### src/design/exec_pkg.sv
package exec_pkg;

    localparam int XLEN  = 32;
    localparam int REG_W = 5;

    // One byte enable per lane of a data word.
    localparam int BE_W  = XLEN / 8;

    // A multiply takes XLEN / MUL_BITS_PER_CYCLE steps.
    // That count depends on the multiplier parameter, so exec_mul derives it locally.

    typedef enum logic [4:0] {
        ADD,
        SUB,
        AND,
        OR,
        XOR,
        SLT,
        SLL,
        SRL,
        LUI,
        CLZ,
        CLO,
        MUL,
        LW,
        LH,
        LB,
        SW,
        SH,
        SB,
        LL,
        SC
    } exec_op_e;

    // Loads, stores and the LL/SC pair all carry an address in the result field.
    function automatic logic is_mem(input exec_op_e op);
        return op inside {LW, LH, LB, SW, SH, SB, LL, SC};
    endfunction

endpackage

### src/design/exec_alu.sv
`timescale 1ns/1ps

module exec_alu import exec_pkg::*; (
    input  exec_op_e        op,
    input  logic [XLEN-1:0] src_a,
    input  logic [XLEN-1:0] src_b,
    input  logic [XLEN-1:0] imm,
    input  logic            use_imm,
    output logic [XLEN-1:0] result,
    output logic            overflow
);

    localparam int SH_W = $clog2(XLEN);

    logic [XLEN-1:0] opb;
    logic [XLEN-1:0] sum;
    logic [XLEN-1:0] diff;
    logic [XLEN-1:0] addr;
    logic [SH_W-1:0] shamt;

    function automatic logic [XLEN-1:0] lead_zeros(input logic [XLEN-1:0] value);
        logic [XLEN-1:0] count;
        logic            found;
        count = '0;
        found = 1'b0;
        for (int i = XLEN - 1; i >= 0; i--) begin
            if (value[i])
                found = 1'b1;
            else if (!found)
                count = count + 1'b1;
        end
        return count;
    endfunction

    assign opb   = use_imm ? imm : src_b;
    assign sum   = src_a + opb;
    assign diff  = src_a - opb;
    assign addr  = src_a + imm;

    // Shifts move src_a by the low bits of the second operand.
    assign shamt = opb[SH_W-1:0];

    always_comb begin
        case (op)
            ADD:     result = sum;
            SUB:     result = diff;
            AND:     result = src_a & opb;
            OR:      result = src_a | opb;
            XOR:     result = src_a ^ opb;
            SLT:     result = {{(XLEN-1){1'b0}}, $signed(src_a) < $signed(opb)};
            SLL:     result = src_a << shamt;
            SRL:     result = src_a >> shamt;
            LUI:     result = {opb[XLEN/2-1:0], {(XLEN/2){1'b0}}};
            CLZ:     result = lead_zeros(src_a);
            CLO:     result = lead_zeros(~src_a);
            default: result = is_mem(op) ? addr : '0;
        endcase
    end

    // Signed overflow shows as a sign flip that the operand signs do not allow.
    always_comb begin
        case (op)
            ADD:     overflow = (src_a[XLEN-1] == opb[XLEN-1]) && (sum[XLEN-1] != src_a[XLEN-1]);
            SUB:     overflow = (src_a[XLEN-1] != opb[XLEN-1]) && (diff[XLEN-1] != src_a[XLEN-1]);
            default: overflow = 1'b0;
        endcase
    end

endmodule

### src/design/exec_forward.sv
`timescale 1ns/1ps

module exec_forward import exec_pkg::*; (
    input  logic [REG_W-1:0] rs_num,
    input  logic [REG_W-1:0] rt_num,
    input  logic [XLEN-1:0]  rs_data,
    input  logic [XLEN-1:0]  rt_data,
    input  logic             e_valid,
    input  logic             e_wr_en,
    input  logic [REG_W-1:0] e_reg,
    input  logic [XLEN-1:0]  e_data,
    input  logic             m_wr_en,
    input  logic [REG_W-1:0] m_reg,
    input  logic [XLEN-1:0]  m_data,
    output logic [XLEN-1:0]  src_a,
    output logic [XLEN-1:0]  src_b
);

    // The youngest producer wins. Register 0 always reads as the register file value.
    function automatic logic [XLEN-1:0] bypass(input logic [REG_W-1:0] num,
                                               input logic [XLEN-1:0]  rf_data);
        if (num == '0)
            return rf_data;
        if (e_valid && e_wr_en && e_reg == num)
            return e_data;
        if (m_wr_en && m_reg == num)
            return m_data;
        return rf_data;
    endfunction

    always_comb begin
        src_a = bypass(rs_num, rs_data);
        src_b = bypass(rt_num, rt_data);
    end

endmodule

### src/design/exec_mem_ctrl.sv
`timescale 1ns/1ps

module exec_mem_ctrl import exec_pkg::*; (
    input  logic            Clk,
    input  logic            reset,
    input  exec_op_e        op,
    input  logic [1:0]      addr_low,
    input  logic            commit,
    output logic [BE_W-1:0] byte_en,
    output logic            unaligned,
    output logic            link_ok
);

    logic            link_bit;
    logic [BE_W-1:0] lanes;

    always_comb begin
        lanes     = '0;
        unaligned = 1'b0;
        case (op)
            LW, SW, LL, SC: begin
                lanes     = '1;
                unaligned = (addr_low != 2'b00);
            end
            LH, SH: begin
                lanes     = BE_W'(2'b11) << addr_low;
                unaligned = addr_low[0];
            end
            LB, SB: begin
                lanes     = BE_W'(1'b1) << addr_low;
            end
            default: begin
                lanes     = '0;
            end
        endcase
    end

    // A failed SC must not reach memory, so it loses its lanes like a misaligned access.
    assign byte_en = (unaligned || (op == SC && !link_bit)) ? '0 : lanes;
    assign link_ok = link_bit;

    always_ff @(posedge Clk) begin
        if (reset) begin
            link_bit <= 1'b0;
        end else if (commit && op == LL) begin
            link_bit <= 1'b1;
        end else if (commit && op == SC) begin
            link_bit <= 1'b0;
        end
    end

endmodule

### src/design/exec_mul.sv
`timescale 1ns/1ps

module exec_mul import exec_pkg::*; #(
    parameter int MUL_BITS_PER_CYCLE = 4
) (
    input  logic            Clk,
    input  logic            reset,
    input  logic            start,
    input  logic            flush,
    input  logic            hold,
    input  logic [XLEN-1:0] a,
    input  logic [XLEN-1:0] b,
    output logic [XLEN-1:0] product,
    output logic            mul_busy
);

    localparam int MUL_STEPS = XLEN / MUL_BITS_PER_CYCLE;
    localparam int CNT_W     = $clog2(MUL_STEPS + 1);

    logic             running;
    logic [CNT_W-1:0] step_cnt;
    logic             done;
    logic [XLEN-1:0]  acc;
    logic [XLEN-1:0]  mcand;
    logic [XLEN-1:0]  mplier;
    logic [XLEN-1:0]  partial;

    assign done = (step_cnt == CNT_W'(MUL_STEPS));

    // Once all steps are retired the unit stays busy only while the consumer holds.
    assign mul_busy = running && (!done || hold);
    assign product  = acc;

    // Sum of the shifted multiplicand copies selected by this step's multiplier bits.
    always_comb begin
        partial = '0;
        for (int i = 0; i < MUL_BITS_PER_CYCLE; i++) begin
            if (mplier[i])
                partial = partial + (mcand << i);
        end
    end

    always_ff @(posedge Clk) begin
        if (reset || flush) begin
            running  <= 1'b0;
            step_cnt <= '0;
        end else if (start) begin
            running  <= 1'b1;
            step_cnt <= '0;
        end else if (running && !done) begin
            step_cnt <= step_cnt + 1'b1;
        end else if (running && !hold) begin
            running  <= 1'b0;
        end
    end

    always_ff @(posedge Clk) begin
        if (start) begin
            acc    <= '0;
            mcand  <= a;
            mplier <= b;
        end else if (running && !done) begin
            acc    <= acc + partial;
            mcand  <= mcand << MUL_BITS_PER_CYCLE;
            mplier <= mplier >> MUL_BITS_PER_CYCLE;
        end
    end

endmodule

### src/design/exec_stage.sv
`timescale 1ns/1ps

module exec_stage import exec_pkg::*; #(
    parameter int MUL_BITS_PER_CYCLE = 4
) (
    input  logic             Clk,
    input  logic             reset,
    input  logic             in_valid,
    input  exec_op_e         in_op,
    input  logic [XLEN-1:0]  in_pc,
    input  logic [REG_W-1:0] rs_num,
    input  logic [REG_W-1:0] rt_num,
    input  logic [XLEN-1:0]  rs_data,
    input  logic [XLEN-1:0]  rt_data,
    input  logic [XLEN-1:0]  imm,
    input  logic             use_imm,
    input  logic [REG_W-1:0] dest_reg,
    input  logic             wr_en,
    input  logic             m_wr_en,
    input  logic [REG_W-1:0] m_reg,
    input  logic [XLEN-1:0]  m_data,
    input  logic             mem_stall,
    input  logic             flush,
    output logic             out_valid,
    output logic [XLEN-1:0]  out_pc,
    output exec_op_e         out_op,
    output logic             out_wr_en,
    output logic [REG_W-1:0] out_reg,
    output logic [XLEN-1:0]  out_data,
    output logic [XLEN-1:0]  out_store_data,
    output logic [BE_W-1:0]  out_byte_en,
    output logic             out_overflow,
    output logic             out_unaligned,
    output logic             out_link_ok,
    output logic             busy
);

    logic [XLEN-1:0]  src_a;
    logic [XLEN-1:0]  src_b;
    logic [XLEN-1:0]  alu_result;
    logic             alu_overflow;
    logic [XLEN-1:0]  product;
    logic             mul_busy;
    logic [BE_W-1:0]  byte_en;
    logic             unaligned;
    logic             link_ok;
    logic             accept;
    logic             mul_start;
    logic             mul_done;
    logic             slot_valid;
    logic [XLEN-1:0]  slot_pc;
    logic [REG_W-1:0] slot_reg;
    logic             slot_wr_en;

    assign accept    = in_valid && !mem_stall && !flush;
    assign mul_start = accept && in_op == MUL;
    assign mul_done  = slot_valid && !mul_busy;
    assign busy      = slot_valid;

    exec_forward exec_forward_i (
        .rs_num  (rs_num),
        .rt_num  (rt_num),
        .rs_data (rs_data),
        .rt_data (rt_data),
        .e_valid (out_valid),
        .e_wr_en (out_wr_en),
        .e_reg   (out_reg),
        .e_data  (out_data),
        .m_wr_en (m_wr_en),
        .m_reg   (m_reg),
        .m_data  (m_data),
        .src_a   (src_a),
        .src_b   (src_b)
    );

    exec_alu exec_alu_i (
        .op       (in_op),
        .src_a    (src_a),
        .src_b    (src_b),
        .imm      (imm),
        .use_imm  (use_imm),
        .result   (alu_result),
        .overflow (alu_overflow)
    );

    exec_mul #(
        .MUL_BITS_PER_CYCLE (MUL_BITS_PER_CYCLE)
    ) exec_mul_i (
        .Clk      (Clk),
        .reset    (reset),
        .start    (mul_start),
        .flush    (flush),
        .hold     (mem_stall),
        .a        (src_a),
        .b        (src_b),
        .product  (product),
        .mul_busy (mul_busy)
    );

    exec_mem_ctrl exec_mem_ctrl_i (
        .Clk       (Clk),
        .reset     (reset),
        .op        (in_op),
        .addr_low  (alu_result[1:0]),
        .commit    (accept && in_op != MUL),
        .byte_en   (byte_en),
        .unaligned (unaligned),
        .link_ok   (link_ok)
    );

    // The multiply slot remembers where the product goes while the multiplier runs.
    always_ff @(posedge Clk) begin
        if (reset || flush) begin
            slot_valid <= 1'b0;
        end else if (mul_start) begin
            slot_valid <= 1'b1;
        end else if (mul_done && !mem_stall) begin
            slot_valid <= 1'b0;
        end
    end

    always_ff @(posedge Clk) begin
        if (mul_start) begin
            slot_pc    <= in_pc;
            slot_reg   <= dest_reg;
            slot_wr_en <= wr_en;
        end
    end

    // Loads and SC write back later than this stage, so they do not bypass from here.
    always_ff @(posedge Clk) begin
        if (reset || flush) begin
            out_valid     <= 1'b0;
            out_wr_en     <= 1'b0;
            out_byte_en   <= '0;
            out_overflow  <= 1'b0;
            out_unaligned <= 1'b0;
            out_link_ok   <= 1'b0;
        end else if (!mem_stall) begin
            if (mul_done) begin
                out_valid     <= 1'b1;
                out_wr_en     <= slot_wr_en;
                out_byte_en   <= '0;
                out_overflow  <= 1'b0;
                out_unaligned <= 1'b0;
                out_link_ok   <= 1'b0;
            end else begin
                out_valid     <= in_valid && in_op != MUL;
                out_wr_en     <= in_valid && wr_en && in_op != MUL && !is_mem(in_op);
                out_byte_en   <= in_valid ? byte_en : '0;
                out_overflow  <= in_valid && alu_overflow;
                out_unaligned <= in_valid && unaligned;
                out_link_ok   <= in_valid && in_op == SC && link_ok;
            end
        end
    end

    always_ff @(posedge Clk) begin
        if (!mem_stall) begin
            if (mul_done) begin
                out_pc         <= slot_pc;
                out_op         <= MUL;
                out_reg        <= slot_reg;
                out_data       <= product;
                out_store_data <= '0;
            end else if (in_valid) begin
                out_pc         <= in_pc;
                out_op         <= in_op;
                out_reg        <= dest_reg;
                out_data       <= alu_result;
                out_store_data <= src_b;
            end
        end
    end

endmodule

### config.mk
export PLATFORM = sky130hd
export DESIGN_NAME = exec_stage
export DESIGN_NICKNAME = d
export VERILOG_FILES = /design/src/design/exec_pkg.sv /design/src/design/exec_alu.sv /design/src/design/exec_forward.sv /design/src/design/exec_mem_ctrl.sv /design/src/design/exec_mul.sv /design/src/design/exec_stage.sv
export SDC_FILE = /design/constraint.sdc
export NUM_CORES = 2
export LEC_CHECK = 0
export BUFFER_PORTS_ARGS = -buffer_cell sky130_fd_sc_hd__buf_2
export CELL_PAD_IN_SITES_DETAIL_PLACEMENT = 1
export CELL_PAD_IN_SITES_GLOBAL_PLACEMENT = 2
export CORE_MARGIN = 2
export CORE_UTILIZATION = 39
export CTS_CLUSTER_DIAMETER = 80
export DETAILED_ROUTE_END_ITERATION = 7
export MAX_ROUTING_LAYER = met4
export PLACE_DENSITY_LB_ADDON = 0.1
export SETUP_SLACK_MARGIN = 0.4
export SLEW_MARGIN = 30
export SYNTH_ARGS = -nofsm -noshare
export SYNTH_HDL_FRONTEND = slang
export SYNTH_SLANG_ARGS = --single-unit
### constraint.sdc
create_clock -name Clk -period 73.1 [get_ports Clk]
set_input_delay 14.62 -clock Clk [delete_from_list [all_inputs] [get_ports Clk]]
set_output_delay 14.62 -clock Clk [all_outputs]
set_load 0.01 [all_outputs]
# Word level (Yosys, flattened, before mapping)
# Index checks and enable logic that the tools add are counted.
# W data, S select, Z words.
dict set report totals {
  regBits 256
  input_bits 193
  out_inout_bits 116
  wordCells 556
}
dict set report classes {
  n_addsub 70
  magnitude_cmp 1
  eq_ne 30
  shift 4
  muxes 373
  bitwise 5
  reduce_logical 52
}
# op n
set ops {}
lappend ops {{$mux W32} 213}
lappend ops {{$add A32 B1 Y32 const B} 62}
lappend ops {{$pmux W32 S11} 1}
lappend ops {{$add A32 B32 Y32} 6}
lappend ops {{$mux W1} 150}
lappend ops {{$eq A5 B4 Y1 const B} 8}
lappend ops {{$and A32 B32 Y32} 1}
lappend ops {{$lt A32 B32 Y1} 1}
lappend ops {{$not A32 Y32} 1}
lappend ops {{$or A32 B32 Y32} 1}
lappend ops {{$shl A32 B5 Y32} 1}
lappend ops {{$shr A32 B5 Y32} 1}
lappend ops {{$sub A32 B32 Y32} 1}
lappend ops {{$xor A32 B32 Y32} 1}
lappend ops {{$logic_and A1 B1 Y1} 27}
lappend ops {{$eq A5 B3 Y1 const B} 4}
lappend ops {{$eq A5 B5 Y1} 4}
lappend ops {{$eq A5 B5 Y1 const B} 4}
lappend ops {{$logic_not A5 Y1} 3}
lappend ops {{$mux W5} 3}
lappend ops {{$mux W4} 3}
lappend ops {{$pmux W4 S3} 1}
lappend ops {{$reduce_bool A2 Y1} 6}
lappend ops {{$eq A5 B2 Y1 const B} 2}
lappend ops {{other kinds (17)} 30}

# Longest topological paths before layout
dict set report logic_depth {
  depth_word 142
  ltp_mapped 116
  depth_no_buf 113
}

# Modules after synthesis
# A second synthesis with hierarchy kept.
dict set report unflattened {
  cells_unflattened 5016
  area_unflattened_um2 39019.9
}
# module instances cells_each area_each_um2 seq_area_each_um2
set by_module_without_submodules {}
lappend by_module_without_submodules {exec_alu 1 3004 20105.5 0.0}
lappend by_module_without_submodules {exec_mul 1 1310 11031.8 2662.6}
lappend by_module_without_submodules {exec_stage 1 462 5898.2 4524.3}
lappend by_module_without_submodules {exec_forward 1 196 1610.3 0.0}
lappend by_module_without_submodules {exec_mem_ctrl 1 44 374.1 20.0}

# Worst setup path before layout
# Ideal clock, no wire load.
dict set report synth_timing {
  path_kind {input to register}
  start {input port rs_num[4]}
  end {register out_data[8] (data pin)}
  setup_ns 0.259
  t_arrival_ns 34.341
  t_required_ns 72.841
  slack_ns 38.500
  stages 115
  n_path_buf 2
  cell_sequence {xor2_1 nor4_2 a211oi_2 a32o_1 or2_4 inv_2 buf_4 nand2_1 inv_1 ha_1 nand3_1 o31a_1 inv_1 ha_1 inv_1 a21oi_1 ha_1 mux2i_1 [79 not listed] o21bai_1 ha_1 nand2_1 xor2_1 nor2_1 xor2_1 and3_1 clkbuf_1 nor2b_1 nand2_1 a21oi_1 a31oi_1 o32ai_1 or3b_1 or2_1 o211a_1 o21ai_0 a21oi_1}
}
dict set report synth_between {
  elab_chain_len 137
  elab_cells_between_ends 403
  classes_between {add/sub: 65; eq/ne: 2; shift: 2; mux: 327; bitwise: 4; reduce/logical: 3}
}
# item line_no
set synth_lines {}
lappend synth_lines {{start, declared} exec_stage.sv:11} ;# input logic [REG_W-1:0] rs_num,
lappend synth_lines {{$eq A5 B5 Y1} exec_forward.sv:26} ;# if (m_wr_en && m_reg == num)
lappend synth_lines {{$logic_and A1 B1 Y1} exec_forward.sv:26}
lappend synth_lines {{$mux W1 (2 in series)} exec_forward.sv:26}
lappend synth_lines {{$mux W1} exec_forward.sv:24} ;# if (e_valid && e_wr_en && e_reg == num)
lappend synth_lines {{$mux W32} exec_forward.sv:28} ;# return rf_data;
lappend synth_lines {{$mux W32} exec_forward.sv:26}
lappend synth_lines {{$mux W32 *} exec_forward.sv:24}
lappend synth_lines {{$not A32 Y32} exec_alu.sv:55} ;# CLO: result = lead_zeros(~src_a);
lappend synth_lines {{[120 not listed]} -}
lappend synth_lines {{$mux W32} exec_alu.sv:27} ;# if (value[i])
lappend synth_lines {{$mux W32} exec_alu.sv:44} ;# case (op)
lappend synth_lines {{$add A32 B1 Y32} exec_alu.sv:30} ;# count = count + 1'b1;
lappend synth_lines {{$mux W32} exec_alu.sv:29} ;# else if (!found)
lappend synth_lines {{$mux W32} exec_alu.sv:27}
lappend synth_lines {{$pmux W32 S11 *} exec_alu.sv:44}
lappend synth_lines {{$mux W32 *} exec_stage.sv:166} ;# end else if (in_valid) begin
lappend synth_lines {{$mux W32 *} exec_stage.sv:160} ;# if (mul_done) begin
lappend synth_lines {{end signal, assigned} exec_stage.sv:164} ;# out_data <= product;
lappend synth_lines {{end signal, assigned} exec_stage.sv:170} ;# out_data <= alu_result;
lappend synth_lines {{end, declared} exec_stage.sv:29} ;# output logic [XLEN-1:0] out_data,
# Mark *: on every way between the ends. The rest lies on a longest branch, timed or not. The select of a mux whose other input is x is not followed.
# A chain may end at the register's enable or synchronous reset.

# Worst setup path after layout
# Ends and elaborated chain as after synthesis.

==> metrics.md <==
| Metric | Value |
|---|---|
| Crit-path slowest cell | `a221o_1` |
| RSZ-0062 raised after global routing | `false` |
| Tightest Pin Transition | `approximately 1.1 ns` |
| Pleak | `16.6 nW` |
| Setup bufs post-CTS | `0` |
| Global-route usage over all layers | `34.9%` |
| Sequential area share after synthesis | `19.8%` |
| Clock Skew | `about 0.024 ns` |
| Yosys top cell area share | `17.2%` |
| Initial antenna violation count | `12` |
| Clock transition at path regs | `0.06 ns` |
| Power per cell area | `between 10 and 15 nW/um^2` |
| Via/cell ratio | `6.08` |
| Area growth, synth to finish | `11.5%` |
| Post-cts hold buffer count | `0` |
| Area after DPL | `between 30000 and 40000 sq um` |
| Number of CTS-inserted buffers | `34` |
| Crit path capture type | `flip-flop` |
| # rows | `112` |
| Synth Flop Type | `edfxtp_1` |
| CP Data Required Time | `roughly 73 ns` |
| Yosys top cell by area | `edfxtp_1` |
| Critical path arrival | `38.42 ns` |
| TNS Setup | `0 ns` |
| Die area | `95700 sq um` |
| Final Cycle Share | `52.1%` |
| Clock Path Buffers | `3` |
| Core area | `around 93000 sq um` |
| Most frequent cells in the layout | `696 x nand2_1, 456 x nor2_1, 426 x a21oi_1, 377 x o21ai_0` |
| Final setup viols | `0` |
| Post-synthesis async set-or-reset flop share | `0%` |
| Vias | `38800` |
| Max_cap viols | `0` |
| Synthesis-stage register bit count | `256` |
| Share of cells above drive strength 1 | `12.2%` |
| 1st-iter DRT viols | `3057` |
| Number of synthesized flops with an enable pin | `208` |
| Pre-Repair DR Iteration Count | `6` |
| IO Pins | `309` |
| Syn Nets | `5410` |
| Post-cts sizing count | `0` |
| Worst vdd ir | `about 0.017 mV` |
| Slew Viols, Final | `0` |
| CTS sink count | `256` |
| HPWL Detailed | `133 mm` |
| Final #Nets | `5602` |
| Synth warnings | `0` |
| WP buf/inv | `7` |
| Most common cell after layout, fill and taps aside | `nand2_1` |
| CP max FO | `18` |
| First-pass GRT wire length | `about 250 mm` |
| HP Class | `flip-flop to flip-flop` |
| Critical path's most frequent cell | `ha_1` |
| Min Tclk post-route | `38.11 ns` |
| Insertion delay to the later sink of the worst-skew pair | `approximately 0.58 ns` |
| Worst Setup SP | `rs_num[4]` |
| Critical R2R Launch | `out_reg[4]$_DFFE_PP_` |
| Top cells by area, synth | `edfxtp_1 17%, ha_1 11%, nand2_1 7.2%` |
| Gr ovfl total | `0` |
| WL/cell | `between 20 and 30 um` |
| Port Buf Inserts | `308` |
| Drt drc | `0` |
| Syn Area/Cell | `7.42 sq um` |
| CTS tree | `built` |
| Hold_sp | `out_link_ok$_SDFFE_PP0N_` |
| Final GP Congestion | `1.02` |
| Class of the most critical setup path | `primary input to flip-flop` |
| Fin area | `40600 sq um` |
| H-tree depth | `2` |
| Total Wirelength | `166 mm` |
| Hold Vio Cnt, Final | `0` |
| Cell family with most CP delay | `adder cells` |
| Max frequency | `~26 MHz` |
| Slew HR | `28.9%` |
| Die width | `309 um` |
| Cells after synthesis | `4902` |
| Post-Syn Area | `36400 sq um` |
| Die Span Y | `309 um` |
| Status | `complete, no violations` |
| Initial Utilization | `between 30% and 40%` |
| Clk root buf | `clkbuf_16` |
| Vias in the first global route | `between 30000 and 40000` |
| CP Launch Type | `primary input` |
| Largest net degree at the start of global routing | `66` |
| Post-synth cell types | `121` |
| CP peak stage delay | `0.66 ns` |
| Antenna Nets Post-Route | `0` |
## worst register-to-register path: cells and delay by family (launching register included)
family | cells | cell delay [ns]
compound gates | 26 | 5.65
mux | 14 | 2.79
buf+inv | 6 | 0.78
fa+ha+maj | 28 | 8.26
flops | 1 | 0.47
xor+xnor | 3 | 0.70
simple gates | 35 | 5.41
## final timing paths
path / to / slack [ns] / cells after the start
setup reg to reg: out_data[8]$_DFFE_PP_ / 48.76 / 112
setup / recovery: out_data[8]$_DFFE_PP_ / 34.99 / 114
hold / removal: out_link_ok$_SDFFE_PP0N_ / 0.47 / 2
hold reg to reg: out_link_ok$_SDFFE_PP0N_ / 0.47 / 2
## cell usage after synthesis (11+ instances only)
library cell / n
o22a_1: 37
nand3_1: 99
o22ai_1: 93
xor2_1: 111
a221o_1: 14
or4_1: 15
a22oi_1: 51
a21o_1: 52
nand2_1: 697
nor2_1: 463
nor2b_1: 24
clkbuf_1: 194
buf_1: 31
mux2i_1: 79
o211ai_1: 34
clkinv_1: 12
xnor2_2: 14
edfxtp_1: 208
a21boi_0: 39
buf_2: 12
nand4_1: 49
nor4_1: 26
o31ai_1: 11
xnor2_1: 250
o21a_1: 34
ha_1: 308
mux2_2: 48
nand2b_1: 31
and3_1: 41
a21oi_1: 428
nor3_1: 86
a31oi_1: 46
a211oi_1: 31
inv_1: 276
o221ai_1: 36
o21ai_0: 381
a32oi_1: 14
a221oi_1: 31
or3_1: 41
or2_2: 13
dfxtp_1: 48
and2_1: 46
o21bai_1: 93
## area by class of cell
| type | instances | area, sq um |
|---|---|---|
| fill | 11700 | 52300 |
| multi-input combinational | 4111 | 27300 |
| sequential | 256 | 7210 |
| timing repair buffer | 396 | 2210 |
| tap | 1254 | 1570 |
| inverter | 295 | 1110 |
| clock buffer | 44 | 920 |
| clock inverter | 16 | 216 |
| antenna | 11 | 27.5 |
## metrics by stage
stage                     worst slack, ns  hold slack [ns]  util (%)  power [mW]  instances
after detailed placement            34.67            0.463      42.4       0.386       6312
after global placement              35.55            0.448      42.4       0.383       6311
after floorplan                     38.50            0.449         -       0.310       4902
final                               34.99            0.473      43.7       0.563       6383
after global routing                33.24            0.507      43.7       0.588       6381
after CTS                           35.19            0.472      43.6       0.561       6372
## where the power goes
part,total [mW],switching (mW),internal (mW)
logic,0.213,0.141,0.0721
registers,0.176,0.00865,0.167
clock network,0.175,0.0732,0.101
## kinds of logic (layout without fill, tap and decap cells)
group / after synthesis / count (layout) / share of synthesized area (%)
buffers and inverters: 535 / 751 / 5.62
flip-flops: 256 / 256 / 19.8
XOR/XNOR: 406 / 406 / 11.2
adder cells (fa/ha/maj): 317 / 317 / 11.0
multiplexers: 129 / 129 / 3.76
AND/OR/NAND/NOR: 1702 / 1702 / 21.3
AO/OA/AOI/OAI: 1557 / 1557 / 27.3
other: 0 / 11 / 0
## metal layers
| metal | track usage [%] | vias up | wire length, um |
|---|---|---|---|
| met5 | - | - | 0 |
| met4 | 15.2 | 0 | 8360 |
| met3 | 4.96 | 381 | 10200 |
| met2 | 56.4 | 1248 | 76800 |
| met1 | 43.5 | 19100 | 71000 |
| li1 | - | 18100 | - |
Note: power is estimated with default switching activity, not from simulation.
